--- src/verilog/fpPkg.sv ---
package fpPkg;

  // Instruction field positions
  localparam int OpcodeLsb = 26;          // Major opcode in 31:26
  localparam int FmtLsb    = 21;          // Format in 24:21
  localparam int FtLsb     = 16;          // ft in 20:16
  localparam int FsLsb     = 11;          // fs in 15:11
  localparam int FdLsb     = 6;           // fd in 10:6

  localparam logic [5:0] OpcodeCop1 = 6'h11;   // Marks FP instructions
  localparam logic [3:0] FmtSingle  = 4'h0;    // Only format handled

  // Function codes in bits 5:0
  localparam logic [5:0] FuncAdd = 6'h00;
  localparam logic [5:0] FuncSub = 6'h01;
  localparam logic [5:0] FuncAbs = 6'h05;
  localparam logic [5:0] FuncMov = 6'h06;
  localparam logic [5:0] FuncNeg = 6'h07;

  // Compare is 6'b11xxxx, low three bits pick the relations
  localparam int CondUnordered = 0;
  localparam int CondEqual     = 1;
  localparam int CondLess      = 2;

  typedef enum logic [2:0] {
    opNone,                               // Invalid or unknown
    opAdd,
    opSub,
    opAbs,
    opMov,
    opNeg,
    opCmp
  } fpOpE;

  // Bits of the 2-bit exception flag vector
  localparam int ExcInvalid  = 0;
  localparam int ExcOverflow = 1;

  localparam int NumRegs = 32;

  localparam logic [31:0] CanonNan = 32'h7FC0_0000;   // Quiet NaN result

endpackage

--- src/verilog/fpDatapath.sv ---
`timescale 1ns/1ps

module fpDatapath (
  input  logic        phi1,
  input  logic        rstN,
  input  logic        stall,
  input  logic        decValid,
  input  fpPkg::fpOpE decOp,
  input  logic [2:0]  decCond,
  input  logic        decInvalid,
  input  logic [4:0]  fdSpec,
  input  logic [31:0] fsData,
  input  logic [31:0] ftData,
  output logic        exValid,
  output fpPkg::fpOpE exOp,
  output logic [31:0] exResult,
  output logic [4:0]  exFd,
  output logic        exCmp,
  output logic [1:0]  exFlags
);
  import fpPkg::*;

  logic [7:0]  expA;
  logic [7:0]  expB;
  logic [22:0] fracA;
  logic [22:0] fracB;
  logic [30:0] magA;
  logic [30:0] magB;
  logic        nanA;
  logic        nanB;
  logic        infA;
  logic        infB;
  logic        signB;                      // ft sign after SUB inversion
  logic        aBig;
  logic        bigSign;
  logic        effSub;
  logic [7:0]  bigExp;
  logic [7:0]  expDiff;
  logic [4:0]  shamt;
  logic [23:0] bigMan;
  logic [23:0] smallMan;
  logic [26:0] smallExt;
  logic [26:0] shifted;
  logic [26:0] alignMan;
  logic [27:0] sum;
  logic [27:0] normMan;
  logic [4:0]  lz;
  logic signed [9:0] resExp;
  logic [31:0] addResult;
  logic        addInvalid;
  logic        addOverflow;
  logic        isAdd;
  logic [2:0]  rel;                        // Unordered, equal, less by cond index
  logic [31:0] opResult;
  logic [1:0]  flagsNext;

  // Leading zero count of the raw sum (28 for zero)
  function automatic logic [4:0] lzc28(input logic [27:0] v);
    logic [4:0] n;
    logic       found;
    n     = 5'd28;
    found = 1'b0;
    for (int i = 27; i >= 0; i--) begin
      if (!found && v[i]) begin
        n     = 5'(27 - i);
        found = 1'b1;
      end
    end
    return n;
  endfunction

  // Unpack with denormals flushed to zero
  assign expA  = fsData[30:23];
  assign expB  = ftData[30:23];
  assign fracA = (expA == 8'd0) ? 23'd0 : fsData[22:0];
  assign fracB = (expB == 8'd0) ? 23'd0 : ftData[22:0];
  assign magA  = {expA, fracA};
  assign magB  = {expB, fracB};
  assign nanA  = (&expA) && (|fracA);
  assign nanB  = (&expB) && (|fracB);
  assign infA  = (&expA) && !(|fracA);
  assign infB  = (&expB) && !(|fracB);
  assign isAdd = (decOp == opAdd) || (decOp == opSub);
  assign signB = ftData[31] ^ (decOp == opSub);

  // Order by magnitude so the difference never goes negative
  assign aBig     = magA >= magB;
  assign bigSign  = aBig ? fsData[31] : signB;
  assign effSub   = fsData[31] ^ signB;
  assign bigExp   = aBig ? expA : expB;
  assign expDiff  = aBig ? (expA - expB) : (expB - expA);
  assign bigMan   = aBig ? {|expA, fracA} : {|expB, fracB};    // Hidden bit
  assign smallMan = aBig ? {|expB, fracB} : {|expA, fracA};

  // Align with guard bits and fold sticky into the lsb
  assign shamt    = (expDiff > 8'd27) ? 5'd27 : expDiff[4:0];
  assign smallExt = {smallMan, 3'b000};
  assign shifted  = smallExt >> shamt;
  assign alignMan = {shifted[26:1], shifted[0] | (|(smallExt & ~({27{1'b1}} << shamt)))};

  assign sum     = effSub ? ({1'b0, bigMan, 3'b000} - {1'b0, alignMan})
                          : ({1'b0, bigMan, 3'b000} + {1'b0, alignMan});
  assign lz      = lzc28(sum);
  assign normMan = sum << lz;                         // Leading one at bit 27
  assign resExp  = $signed({2'b00, bigExp}) + 10'sd1 - $signed({5'd0, lz});

  always_comb begin
    addInvalid  = 1'b0;
    addOverflow = 1'b0;
    if (nanA || nanB || (infA && infB && effSub)) begin
      addResult  = CanonNan;
      addInvalid = 1'b1;
    end else if (infA || infB) begin
      addResult = {bigSign, 8'hFF, 23'd0};            // Infinity passes through
    end else if (sum == 28'd0) begin
      addResult = {bigSign & ~effSub, 31'd0};         // x - x is +0
    end else if (resExp >= 10'sd255) begin
      addResult   = {bigSign, 8'hFF, 23'd0};
      addOverflow = 1'b1;
    end else if (resExp <= 10'sd0) begin
      addResult = {bigSign, 31'd0};                   // Tiny result flushed
    end else begin
      addResult = {bigSign, resExp[7:0], normMan[26:4]};   // Truncated
    end
  end

  // Compare relations on flushed operands
  always_comb begin
    rel[CondUnordered] = nanA || nanB;
    rel[CondEqual]     = !(nanA || nanB) && (magA == magB) &&
                         ((fsData[31] == ftData[31]) || (magA == 31'd0));
    if (nanA || nanB || ((magA == 31'd0) && (magB == 31'd0))) begin
      rel[CondLess] = 1'b0;                           // +0 and -0 equal
    end else if (fsData[31] != ftData[31]) begin
      rel[CondLess] = fsData[31];
    end else begin
      rel[CondLess] = fsData[31] ? (magA > magB) : (magA < magB);
    end
  end

  always_comb begin
    case (decOp)
      opAdd, opSub: opResult = addResult;
      opAbs:        opResult = {1'b0, fsData[30:0]};
      opMov:        opResult = fsData;
      opNeg:        opResult = {~fsData[31], fsData[30:0]};
      default:      opResult = 32'd0;
    endcase
    flagsNext              = 2'b00;
    flagsNext[ExcInvalid]  = decInvalid || (isAdd && addInvalid);
    flagsNext[ExcOverflow] = isAdd && addOverflow;
  end

  always_ff @(posedge phi1) begin
    if (!rstN) begin
      exValid <= 1'b0;
      exOp    <= opNone;
      exCmp   <= 1'b0;
      exFlags <= 2'b00;
    end else if (!stall) begin
      exValid <= decValid;
      exOp    <= decOp;
      exCmp   <= |(decCond & rel);                    // Mask ANDed with relations
      exFlags <= flagsNext;
    end
  end

  always_ff @(posedge phi1) begin
    if (!stall) begin
      exResult <= opResult;
      exFd     <= fdSpec;
    end
  end

endmodule

--- src/verilog/fpDecode.sv ---
`timescale 1ns/1ps

module fpDecode (
  input  logic        phi1,
  input  logic        rstN,
  input  logic        stall,
  input  logic        instrValid,
  input  logic [31:0] instr,
  output logic        decValid,
  output fpPkg::fpOpE decOp,
  output logic [2:0]  decCond,
  output logic        decInvalid,
  output logic [4:0]  fsSpec,
  output logic [4:0]  ftSpec,
  output logic [4:0]  fdSpec
);
  import fpPkg::*;

  logic [5:0] func;
  logic       isCop1;
  logic       fmtOk;
  logic       badFunc;
  fpOpE       opNext;

  assign isCop1 = instr[OpcodeLsb +: 6] == OpcodeCop1;
  assign fmtOk  = instr[FmtLsb +: 4] == FmtSingle;   // Double and fixed rejected
  assign func   = instr[5:0];

  // Function code to operation
  always_comb begin
    badFunc = 1'b0;
    if (func[5:4] == 2'b11) begin
      opNext = opCmp;                                 // Whole compare family
    end else begin
      case (func)
        FuncAdd: opNext = opAdd;
        FuncSub: opNext = opSub;
        FuncAbs: opNext = opAbs;
        FuncMov: opNext = opMov;
        FuncNeg: opNext = opNeg;
        default: begin
          opNext  = opNone;                           // MUL, DIV, CVT land here
          badFunc = 1'b1;
        end
      endcase
    end
  end

  // Control part of the decode register
  always_ff @(posedge phi1) begin
    if (!rstN) begin
      decValid   <= 1'b0;
      decOp      <= opNone;
      decInvalid <= 1'b0;
    end else if (!stall) begin
      decValid   <= instrValid && isCop1;             // Other opcodes ignored
      decOp      <= (fmtOk && !badFunc) ? opNext : opNone;
      decInvalid <= !fmtOk || badFunc;
    end
  end

  // Specifiers and condition mask
  always_ff @(posedge phi1) begin
    if (!stall) begin
      decCond <= func[2:0];
      fsSpec  <= instr[FsLsb +: 5];
      ftSpec  <= instr[FtLsb +: 5];
      fdSpec  <= instr[FdLsb +: 5];
    end
  end

endmodule

--- src/verilog/fpRegFile.sv ---
`timescale 1ns/1ps

module fpRegFile (
  input  logic        phi1,
  input  logic        rstN,
  input  logic [4:0]  fsSpec,
  input  logic [4:0]  ftSpec,
  input  logic [4:0]  storeReg,
  output logic [31:0] fsData,
  output logic [31:0] ftData,
  output logic [31:0] storeData,
  input  logic        wbWe,
  input  logic [4:0]  wbReg,
  input  logic [31:0] wbData,
  input  logic        loadEn,
  input  logic [4:0]  loadReg,
  input  logic [31:0] loadData
);
  import fpPkg::*;

  logic [31:0] regs [NumRegs];

  // Three asynchronous read ports
  assign fsData    = regs[fsSpec];        // Source s operand
  assign ftData    = regs[ftSpec];        // Source t operand
  assign storeData = regs[storeReg];      // Memory store path

  // Single write port shared by writeback and load
  always_ff @(posedge phi1) begin
    if (!rstN) begin
      for (int i = 0; i < NumRegs; i++) begin
        regs[i] <= '0;
      end
    end else if (wbWe) begin
      regs[wbReg] <= wbData;              // Writeback wins a collision
    end else if (loadEn) begin
      regs[loadReg] <= loadData;
    end
  end

endmodule

--- src/verilog/fpUnit.sv ---
`timescale 1ns/1ps

module fpUnit (
  input  logic        phi1,
  input  logic        rstN,
  input  logic        stall,
  input  logic        instrValid,
  input  logic [31:0] instr,
  input  logic        loadEn,
  input  logic [4:0]  loadReg,
  input  logic [31:0] loadData,
  input  logic [4:0]  storeReg,
  output logic [31:0] storeData,
  output logic        resultValid,
  output logic [4:0]  resultReg,
  output logic [31:0] resultData,
  output logic        cmpValid,
  output logic        cmpFlag,
  output logic [1:0]  excFlags,
  output logic        fpExcept
);
  import fpPkg::*;

  // Decode stage
  logic        decValid;
  fpOpE        decOp;
  logic [2:0]  decCond;
  logic        decInvalid;
  logic [4:0]  fsSpec;
  logic [4:0]  ftSpec;
  logic [4:0]  fdSpec;
  logic [31:0] fsData;
  logic [31:0] ftData;

  // Execute stage
  logic        exValid;
  fpOpE        exOp;
  logic [31:0] exResult;
  logic [4:0]  exFd;
  logic        exCmp;
  logic [1:0]  exFlags;

  // Writeback into the register file
  logic        wbWe;
  logic [4:0]  wbReg;
  logic [31:0] wbData;

  fpDecode fpDecode (
    .phi1       (phi1),
    .rstN       (rstN),
    .stall      (stall),
    .instrValid (instrValid),
    .instr      (instr),
    .decValid   (decValid),
    .decOp      (decOp),
    .decCond    (decCond),
    .decInvalid (decInvalid),
    .fsSpec     (fsSpec),
    .ftSpec     (ftSpec),
    .fdSpec     (fdSpec)
  );

  fpRegFile fpRegFile (
    .phi1      (phi1),
    .rstN      (rstN),
    .fsSpec    (fsSpec),
    .ftSpec    (ftSpec),
    .storeReg  (storeReg),
    .fsData    (fsData),
    .ftData    (ftData),
    .storeData (storeData),
    .wbWe      (wbWe),
    .wbReg     (wbReg),
    .wbData    (wbData),
    .loadEn    (loadEn),
    .loadReg   (loadReg),
    .loadData  (loadData)
  );

  fpDatapath fpDatapath (
    .phi1       (phi1),
    .rstN       (rstN),
    .stall      (stall),
    .decValid   (decValid),
    .decOp      (decOp),
    .decCond    (decCond),
    .decInvalid (decInvalid),
    .fdSpec     (fdSpec),
    .fsData     (fsData),
    .ftData     (ftData),
    .exValid    (exValid),
    .exOp       (exOp),
    .exResult   (exResult),
    .exFd       (exFd),
    .exCmp      (exCmp),
    .exFlags    (exFlags)
  );

  fpWriteback fpWriteback (
    .phi1        (phi1),
    .rstN        (rstN),
    .stall       (stall),
    .exValid     (exValid),
    .exOp        (exOp),
    .exResult    (exResult),
    .exFd        (exFd),
    .exCmp       (exCmp),
    .exFlags     (exFlags),
    .wbWe        (wbWe),
    .wbReg       (wbReg),
    .wbData      (wbData),
    .resultValid (resultValid),
    .resultReg   (resultReg),
    .resultData  (resultData),
    .cmpValid    (cmpValid),
    .cmpFlag     (cmpFlag),
    .excFlags    (excFlags),
    .fpExcept    (fpExcept)
  );

endmodule

--- src/verilog/fpWriteback.sv ---
`timescale 1ns/1ps

module fpWriteback (
  input  logic        phi1,
  input  logic        rstN,
  input  logic        stall,
  input  logic        exValid,
  input  fpPkg::fpOpE exOp,
  input  logic [31:0] exResult,
  input  logic [4:0]  exFd,
  input  logic        exCmp,
  input  logic [1:0]  exFlags,
  output logic        wbWe,
  output logic [4:0]  wbReg,
  output logic [31:0] wbData,
  output logic        resultValid,
  output logic [4:0]  resultReg,
  output logic [31:0] resultData,
  output logic        cmpValid,
  output logic        cmpFlag,
  output logic [1:0]  excFlags,
  output logic        fpExcept
);
  import fpPkg::*;

  logic valueOp;

  assign valueOp = exOp inside {opAdd, opSub, opAbs, opMov, opNeg};   // opNone never writes

  always_ff @(posedge phi1) begin
    if (!rstN) begin
      resultValid <= 1'b0;
      cmpValid    <= 1'b0;
      cmpFlag     <= 1'b0;
      excFlags    <= 2'b00;
      fpExcept    <= 1'b0;
    end else if (stall) begin
      resultValid <= 1'b0;                  // Pulses stay one cycle wide
      cmpValid    <= 1'b0;
      fpExcept    <= 1'b0;
    end else begin
      resultValid <= exValid && valueOp;
      cmpValid    <= exValid && (exOp == opCmp);
      fpExcept    <= exValid && (|exFlags);
      if (exValid) begin
        excFlags <= exFlags;                // Sticks until next completion
      end
      if (exValid && (exOp == opCmp)) begin
        cmpFlag <= exCmp;
      end
    end
  end

  // Result payload
  always_ff @(posedge phi1) begin
    if (!stall) begin
      resultReg  <= exFd;
      resultData <= exResult;
    end
  end

  // Register file sees the write one edge after resultValid
  assign wbWe   = resultValid;
  assign wbReg  = resultReg;
  assign wbData = resultData;

endmodule
--- config.mk ---
export PLATFORM = sky130hd
export DESIGN_NAME = fpUnit
export DESIGN_NICKNAME = d
export VERILOG_FILES = /design/src/verilog/fpPkg.sv /design/src/verilog/fpDatapath.sv /design/src/verilog/fpDecode.sv /design/src/verilog/fpRegFile.sv /design/src/verilog/fpUnit.sv /design/src/verilog/fpWriteback.sv
export SDC_FILE = /design/constraint.sdc
export NUM_CORES = 2
export LEC_CHECK = 0
export BUFFER_PORTS_ARGS = -buffer_cell sky130_fd_sc_hd__buf_2
export CAP_MARGIN = 5
export CORE_MARGIN = 3
export CORE_UTILIZATION = 30
export DETAILED_ROUTE_END_ITERATION = 10
export PLACE_DENSITY_LB_ADDON = 0.3
export SYNTH_ARGS = -nofsm -noshare
export SYNTH_HDL_FRONTEND = slang
export SYNTH_SLANG_ARGS = --single-unit
--- constraint.sdc ---
create_clock -name phi1 -period 33.4 [get_ports phi1]
set_input_delay 8.35 -clock phi1 [delete_from_list [all_inputs] [get_ports phi1]]
set_output_delay 8.35 -clock phi1 [all_outputs]
set_load 0.005 [all_outputs]
==> Word level (Yosys, flattened, before mapping) <==
Memory sizes are Yosys's and may differ from the RTL's. A register that Yosys moved wholly into a read port is not among the register bits.
Cells that the tools add are included.
Widths: inputs -> output; s select.
{ "word_totals": {"mem_count": 1, "elab_cells": 273, "latch_bits": 0, "register_bits": 110, "ram_bits": 1024, "input_bits": 79, "mem_bits_ro": 0} }
{ "memory_table": {"columns": ["name", "words", "width", "rd", "rd_clocked_by_memory_dff", "write_ports", "line", "rtl"], "rows": [
  ["fpRegFile.regs", 32, 32, 3, 2, 32, "fpRegFile.sv:21", "logic [31:0] regs [NumRegs];"]
]} }
{ "op_classes": {"bitwise_logic": 11, "multipliers": 0, "n_reduce_logical": 107, "n_lt_le_gt_ge": 6, "div_mod_pow": 0, "eq_ne": 20, "addsub": 6, "n_mux": 99, "n_shift": 3} }
{ "op_table": {"columns": ["op", "n"], "rows": [
  ["$mux 5", 33],
  ["$mux 32", 5],
  ["$pmux 32 s4", 1],
  ["$reduce_or 32->1", 2],
  ["$logic_not 31->1", 2],
  ["$mux 31", 2],
  ["$mux 1", 48],
  ["$mux 24", 2],
  ["$mux 23", 2],
  ["$reduce_or 23->1", 2],
  ["$logic_and 1x1->1", 43],
  ["$logic_not 1->1", 32],
  ["$eq 31x31->1", 1],
  ["$ge 31x31->1", 1],
  ["$gt 31x31->1", 1],
  ["$lt 31x31->1", 1],
  ["$add 27x27->28", 1],
  ["$logic_not 28->1", 1],
  ["$mux 28", 1],
  ["$shl 28x5->27", 1],
  ["$sub 27x27->28", 1],
  ["$and 27x27->27", 1],
  ["$not 27->27", 1],
  ["$reduce_or 27->1", 1],
  ["36 further kinds", 66]
]} }

==> Logic depth before layout (Yosys ltp) <==
{ "depth": {"ltp_word": 103, "ltp_mapped": 70} }

==> Cells and area by module <==
A second synthesis with hierarchy kept.
{ "unflattened": {"cells_unflattened": 7712, "hier_area_um2": 76568.4} }
{ "by_module_without_submodules": {"columns": ["module", "seq_area_each_um2", "cells_each", "area_each_um2", "instances"], "rows": [
  ["fpRegFile", 30749.5, 5846, 62138.3, 1],
  ["fpDatapath", 1251.2, 1719, 11984.0, 1],
  ["fpWriteback", 1231.2, 98, 1635.3, 1],
  ["fpDecode", 640.6, 49, 810.8, 1]
]} }

==> Least setup slack after synthesis <==
No wires, ideal clock.
{ "synth_path": {"path_type": "input to output", "from": "in storeReg[0]", "to": "out storeData[0]", "t_arrival_ns": 10.764, "slack_ns": 14.286, "required_time_ns": 25.050, "stages": 6, "cell_sequence": "clkbuf_1 -> buf_1 -> buf_1 -> mux4_2 -> mux4_2 -> mux2_2"} }
{ "synth_between": {"elab_chain_cells": 1} }
{ "synth_lines": {"columns": ["item", "line", "rtl"], "rows": [
  ["from (decl)", "fpUnit.sv:12", "input logic [4:0] storeReg,"],
  ["$mem_v2 32x32", null, null],
  ["to (decl)", "fpUnit.sv:13", "output logic [31:0] storeData,"]
]} }
No other way between the ends.

==> results.cfg <==
[status]
status = complete, no violations

[cts]
hold_buffers = 0
cts_inserted_buffers = 132
cts-resized-gates = 0
cts_setup_buffers = 0
clockBufferDepth = 3
cts_sinks = 1144
clk_pin_slew_worst_paths_ns = 0.07
clock_latency_ns = 0.81
cts.htree.levels = 4
clockRootBuffer = clkbuf_16
cts_tree = done

[setup_path]
start_kind = flip-flop
criticalPathCategory = reg2reg
worstPathArrival_ns = 21.29
critical_path.most_common_cell = a21oi_1
cp_slowest_stage_delay_ns = 1.03
required_ns = 33.89
crit_fanout = 42
cpMaxStageDelayCell = dfxtp_4
reg2reg_depth = 60
cp-end-kind = flip-flop

[route]
first_pass_iters = 6
drc_errors = 0
avgViaCountPerCell = 6.21
wire_per_inst_um = 34.9
num_vias = 56500
drt_wl_total_mm = 318
drtIter0Drc = 7990
ant_nets = 0

[timing]
finalSetupViolations = 0
rsz0062_at_grt = false
slew_headroom_pct = 7.21
fin_skew_ns = 0.0242
worst_pin_slew_ns = 1.35
final.min_clock_period_ns = 20.80
max_freq_mhz = 48.1
tns_ns = 0
slew_violations = 0
hold_viol = 0
post-route-period-util_pct = 62.3

[grt]
grt_util_all_layers_pct = 24.1
grt_max_degree = 129
grt_pass1_wl_mm = 439
grt-ovfl-total = 0
antenna_found_initial = 22
grt_pass1_vias = 55100

[place]
io_buffers = 152
place_hpwl_mm = 193
gp_congestion = 0.953

[synth]
synth_nets = 5931
synthMuxAreaShare_pct = 31.8
synth_flop_cell = edfxtp_1
synth_cell_type_count = 105
syn_inst = 5754
synth.largest_area_cell = edfxtp_1
yosysMostFrequentCell = nor2_1
synth-seq-cells = 1144
synth_top_family_by_area = multiplexers
postSynth.asyncResetShare_pct = 0
yosysWarnings = 0
synth.area.top_cells = edfxtp_1 44%, mux4_2 29%, nor2_1 6.3%, mux2i_1 2.2%, clkbuf_1 1.7%
synth_compound_area_share_pct = 6.34
synthAdderAreaFrac_pct = 1.66
yosys-top-cells-count = 1266 x nor2_1, 1116 x edfxtp_1, 957 x mux4_2
yosysTopAreaCellShare_pct = 44.4
synth-xor-area-share_pct = 0.441
synth_edf_count = 1116
yosys.area_share.simple_pct = 11.0
avgSynthCellArea_sq_um = 13.1
ys_seq_area_share_pct = 45.1
netlist_area_sq_mm = 0.0756

[pwr]
power_density_mw_per_mm2 = 71.9
ir_worst_vdd_mv = 0.0725
leakagePower_nw = 28.8
p_total_mw = 6.07

[min_path]
whs_path_depth = 0
hold_class = reg2reg

[floorplan]
rows = 183
floorplan.initialDensity_pct = 30.3
chipWidth_um = 508
die-area_sq_mm = 0.258
ios = 154
die_y_um = 508
coreArea_sq_mm = 0.250

[layout]
drive_above_1_share_pct = 29.7
area_growth_pct = 11.7
num-nets-final = 5830

[flow_run]
cap_violations = 0
## power by group
group	internal, mW	switching, mW	total [mW]	leakage [nW]
clock	0.890	0.641	1.53	2.16
sequential	1.63	0.0578	1.69	11.7
combinational	0.982	1.86	2.84	14.9
## layer usage
layer / wire [um] / global-route usage, % / vias to the layer above / part of all wire [%]
met5: 62 / 0 / - / 0.020
met4: 19100 / 12.5 / 10 / 6.0
met3: 33700 / 5.36 / 912 / 11
met2: 151000 / 39.1 / 3829 / 47
met1: 114000 / 30.1 / 29200 / 36
li1: - / - / 22500 / -
## area by class of cell
type                            count  area [sq um]
Antenna cell                       13          32.5
Clock buffer                      157          3500
Clock inverter                     77           908
Fill cell                       24400        165000
Inverter                           98           370
Multi-Input combinational cell   3974         39300
Sequential cell                  1144         34100
Tap cell                         3330          4170
Timing Repair Buffer              303          1990
## metrics by stage
step           hold WS, ns  setup slack (ns)  utilization (%)  area (sq um)  instances
4_1_cts              0.404             12.94             33.8         84400       9082
3_5_place_dp         0.405             13.08             32.0         79900       8848
2_1_floorplan        0.400             14.29                -         75600       5754
3_3_place_gp         0.402             13.22             32.0         79900       8848
6_report             0.416             12.60             33.8         84400       9096
5_1_grt              0.411             11.79             33.8         84400       9084
## flip-flops by register name, indices dropped and copies added, names as in the netlist, 2 cells and up, named ones only
| register | count |
|---|---|
| fpWriteback.excFlags | 2 |
| fpDecode.decOp | 3 |
| fpDatapath.exResult | 32 |
| fpDecode.ftSpec | 5 |
| fpDecode.fsSpec | 5 |
| fpRegFile.regs | 1024 |
| fpDecode.decCond | 3 |
| fpWriteback.resultData | 32 |
| fpWriteback.resultReg | 5 |
| fpDatapath.exFd | 5 |
| fpDatapath.exOp | 3 |
| fpDecode.fdSpec | 5 |
| fpDatapath.exFlags | 2 |
## worst max-delay path: cells and delay by family (launching register included)
kind                     cells  cell delay (ns)
AO/OA/AOI/OAI               25             7.78
XOR/XNOR                     1             0.26
adder cells (fa/ha/maj)      4             1.48
buffers and inverters        9             3.19
flip-flops                   1             1.03
multiplexers                 4             2.06
AND/OR/NAND/NOR             17             4.52
## layout by cell type, fill, tap and decap left out, types with 34 or more instances in the layout
cell type / netlist / final
inv_1: 89 / 88
nand4_1: 38 / 38
o22ai_1: 58 / 58
edfxtp_1: 1116 / 1116
nand2_1: 262 / 196
buf_4: 25 / 149
nand2_2: 0 / 52
o21ai_0: 115 / 114
a21oi_1: 166 / 166
mux2_2: 67 / 67
nand3_1: 65 / 65
mux2i_1: 164 / 130
mux4_2: 957 / 957
ha_1: 94 / 94
nor3_1: 82 / 82
a211oi_1: 34 / 34
nor2_1: 1266 / 1265
buf_2: 88 / 146
clkbuf_16: 0 / 136
## worst paths after layout
path,start,to,slack [ns]
setup / recovery,flip-flop,fpDatapath.exResult[19],12.60
hold / removal,fpDatapath.exResult[15],fpWriteback.resultData[15],0.42
setup reg to reg,flip-flop,fpDatapath.exResult[19],12.60
hold reg to reg,fpDatapath.exResult[15],fpWriteback.resultData[15],0.42
## logic make-up (layout without fill, tap and decap cells)
family / after synthesis / after routing
xor gates and xnor gates: 38 / 38
other: 0 / 13
AOI/OAI and AO/OA: 707 / 707
DFF: 1144 / 1144
muxes: 1191 / 1191
buffers and inverters: 636 / 635
adders and majority gates: 98 / 98
and+or+nand+nor: 1940 / 1940
Power figures use the tool's default switching activity.
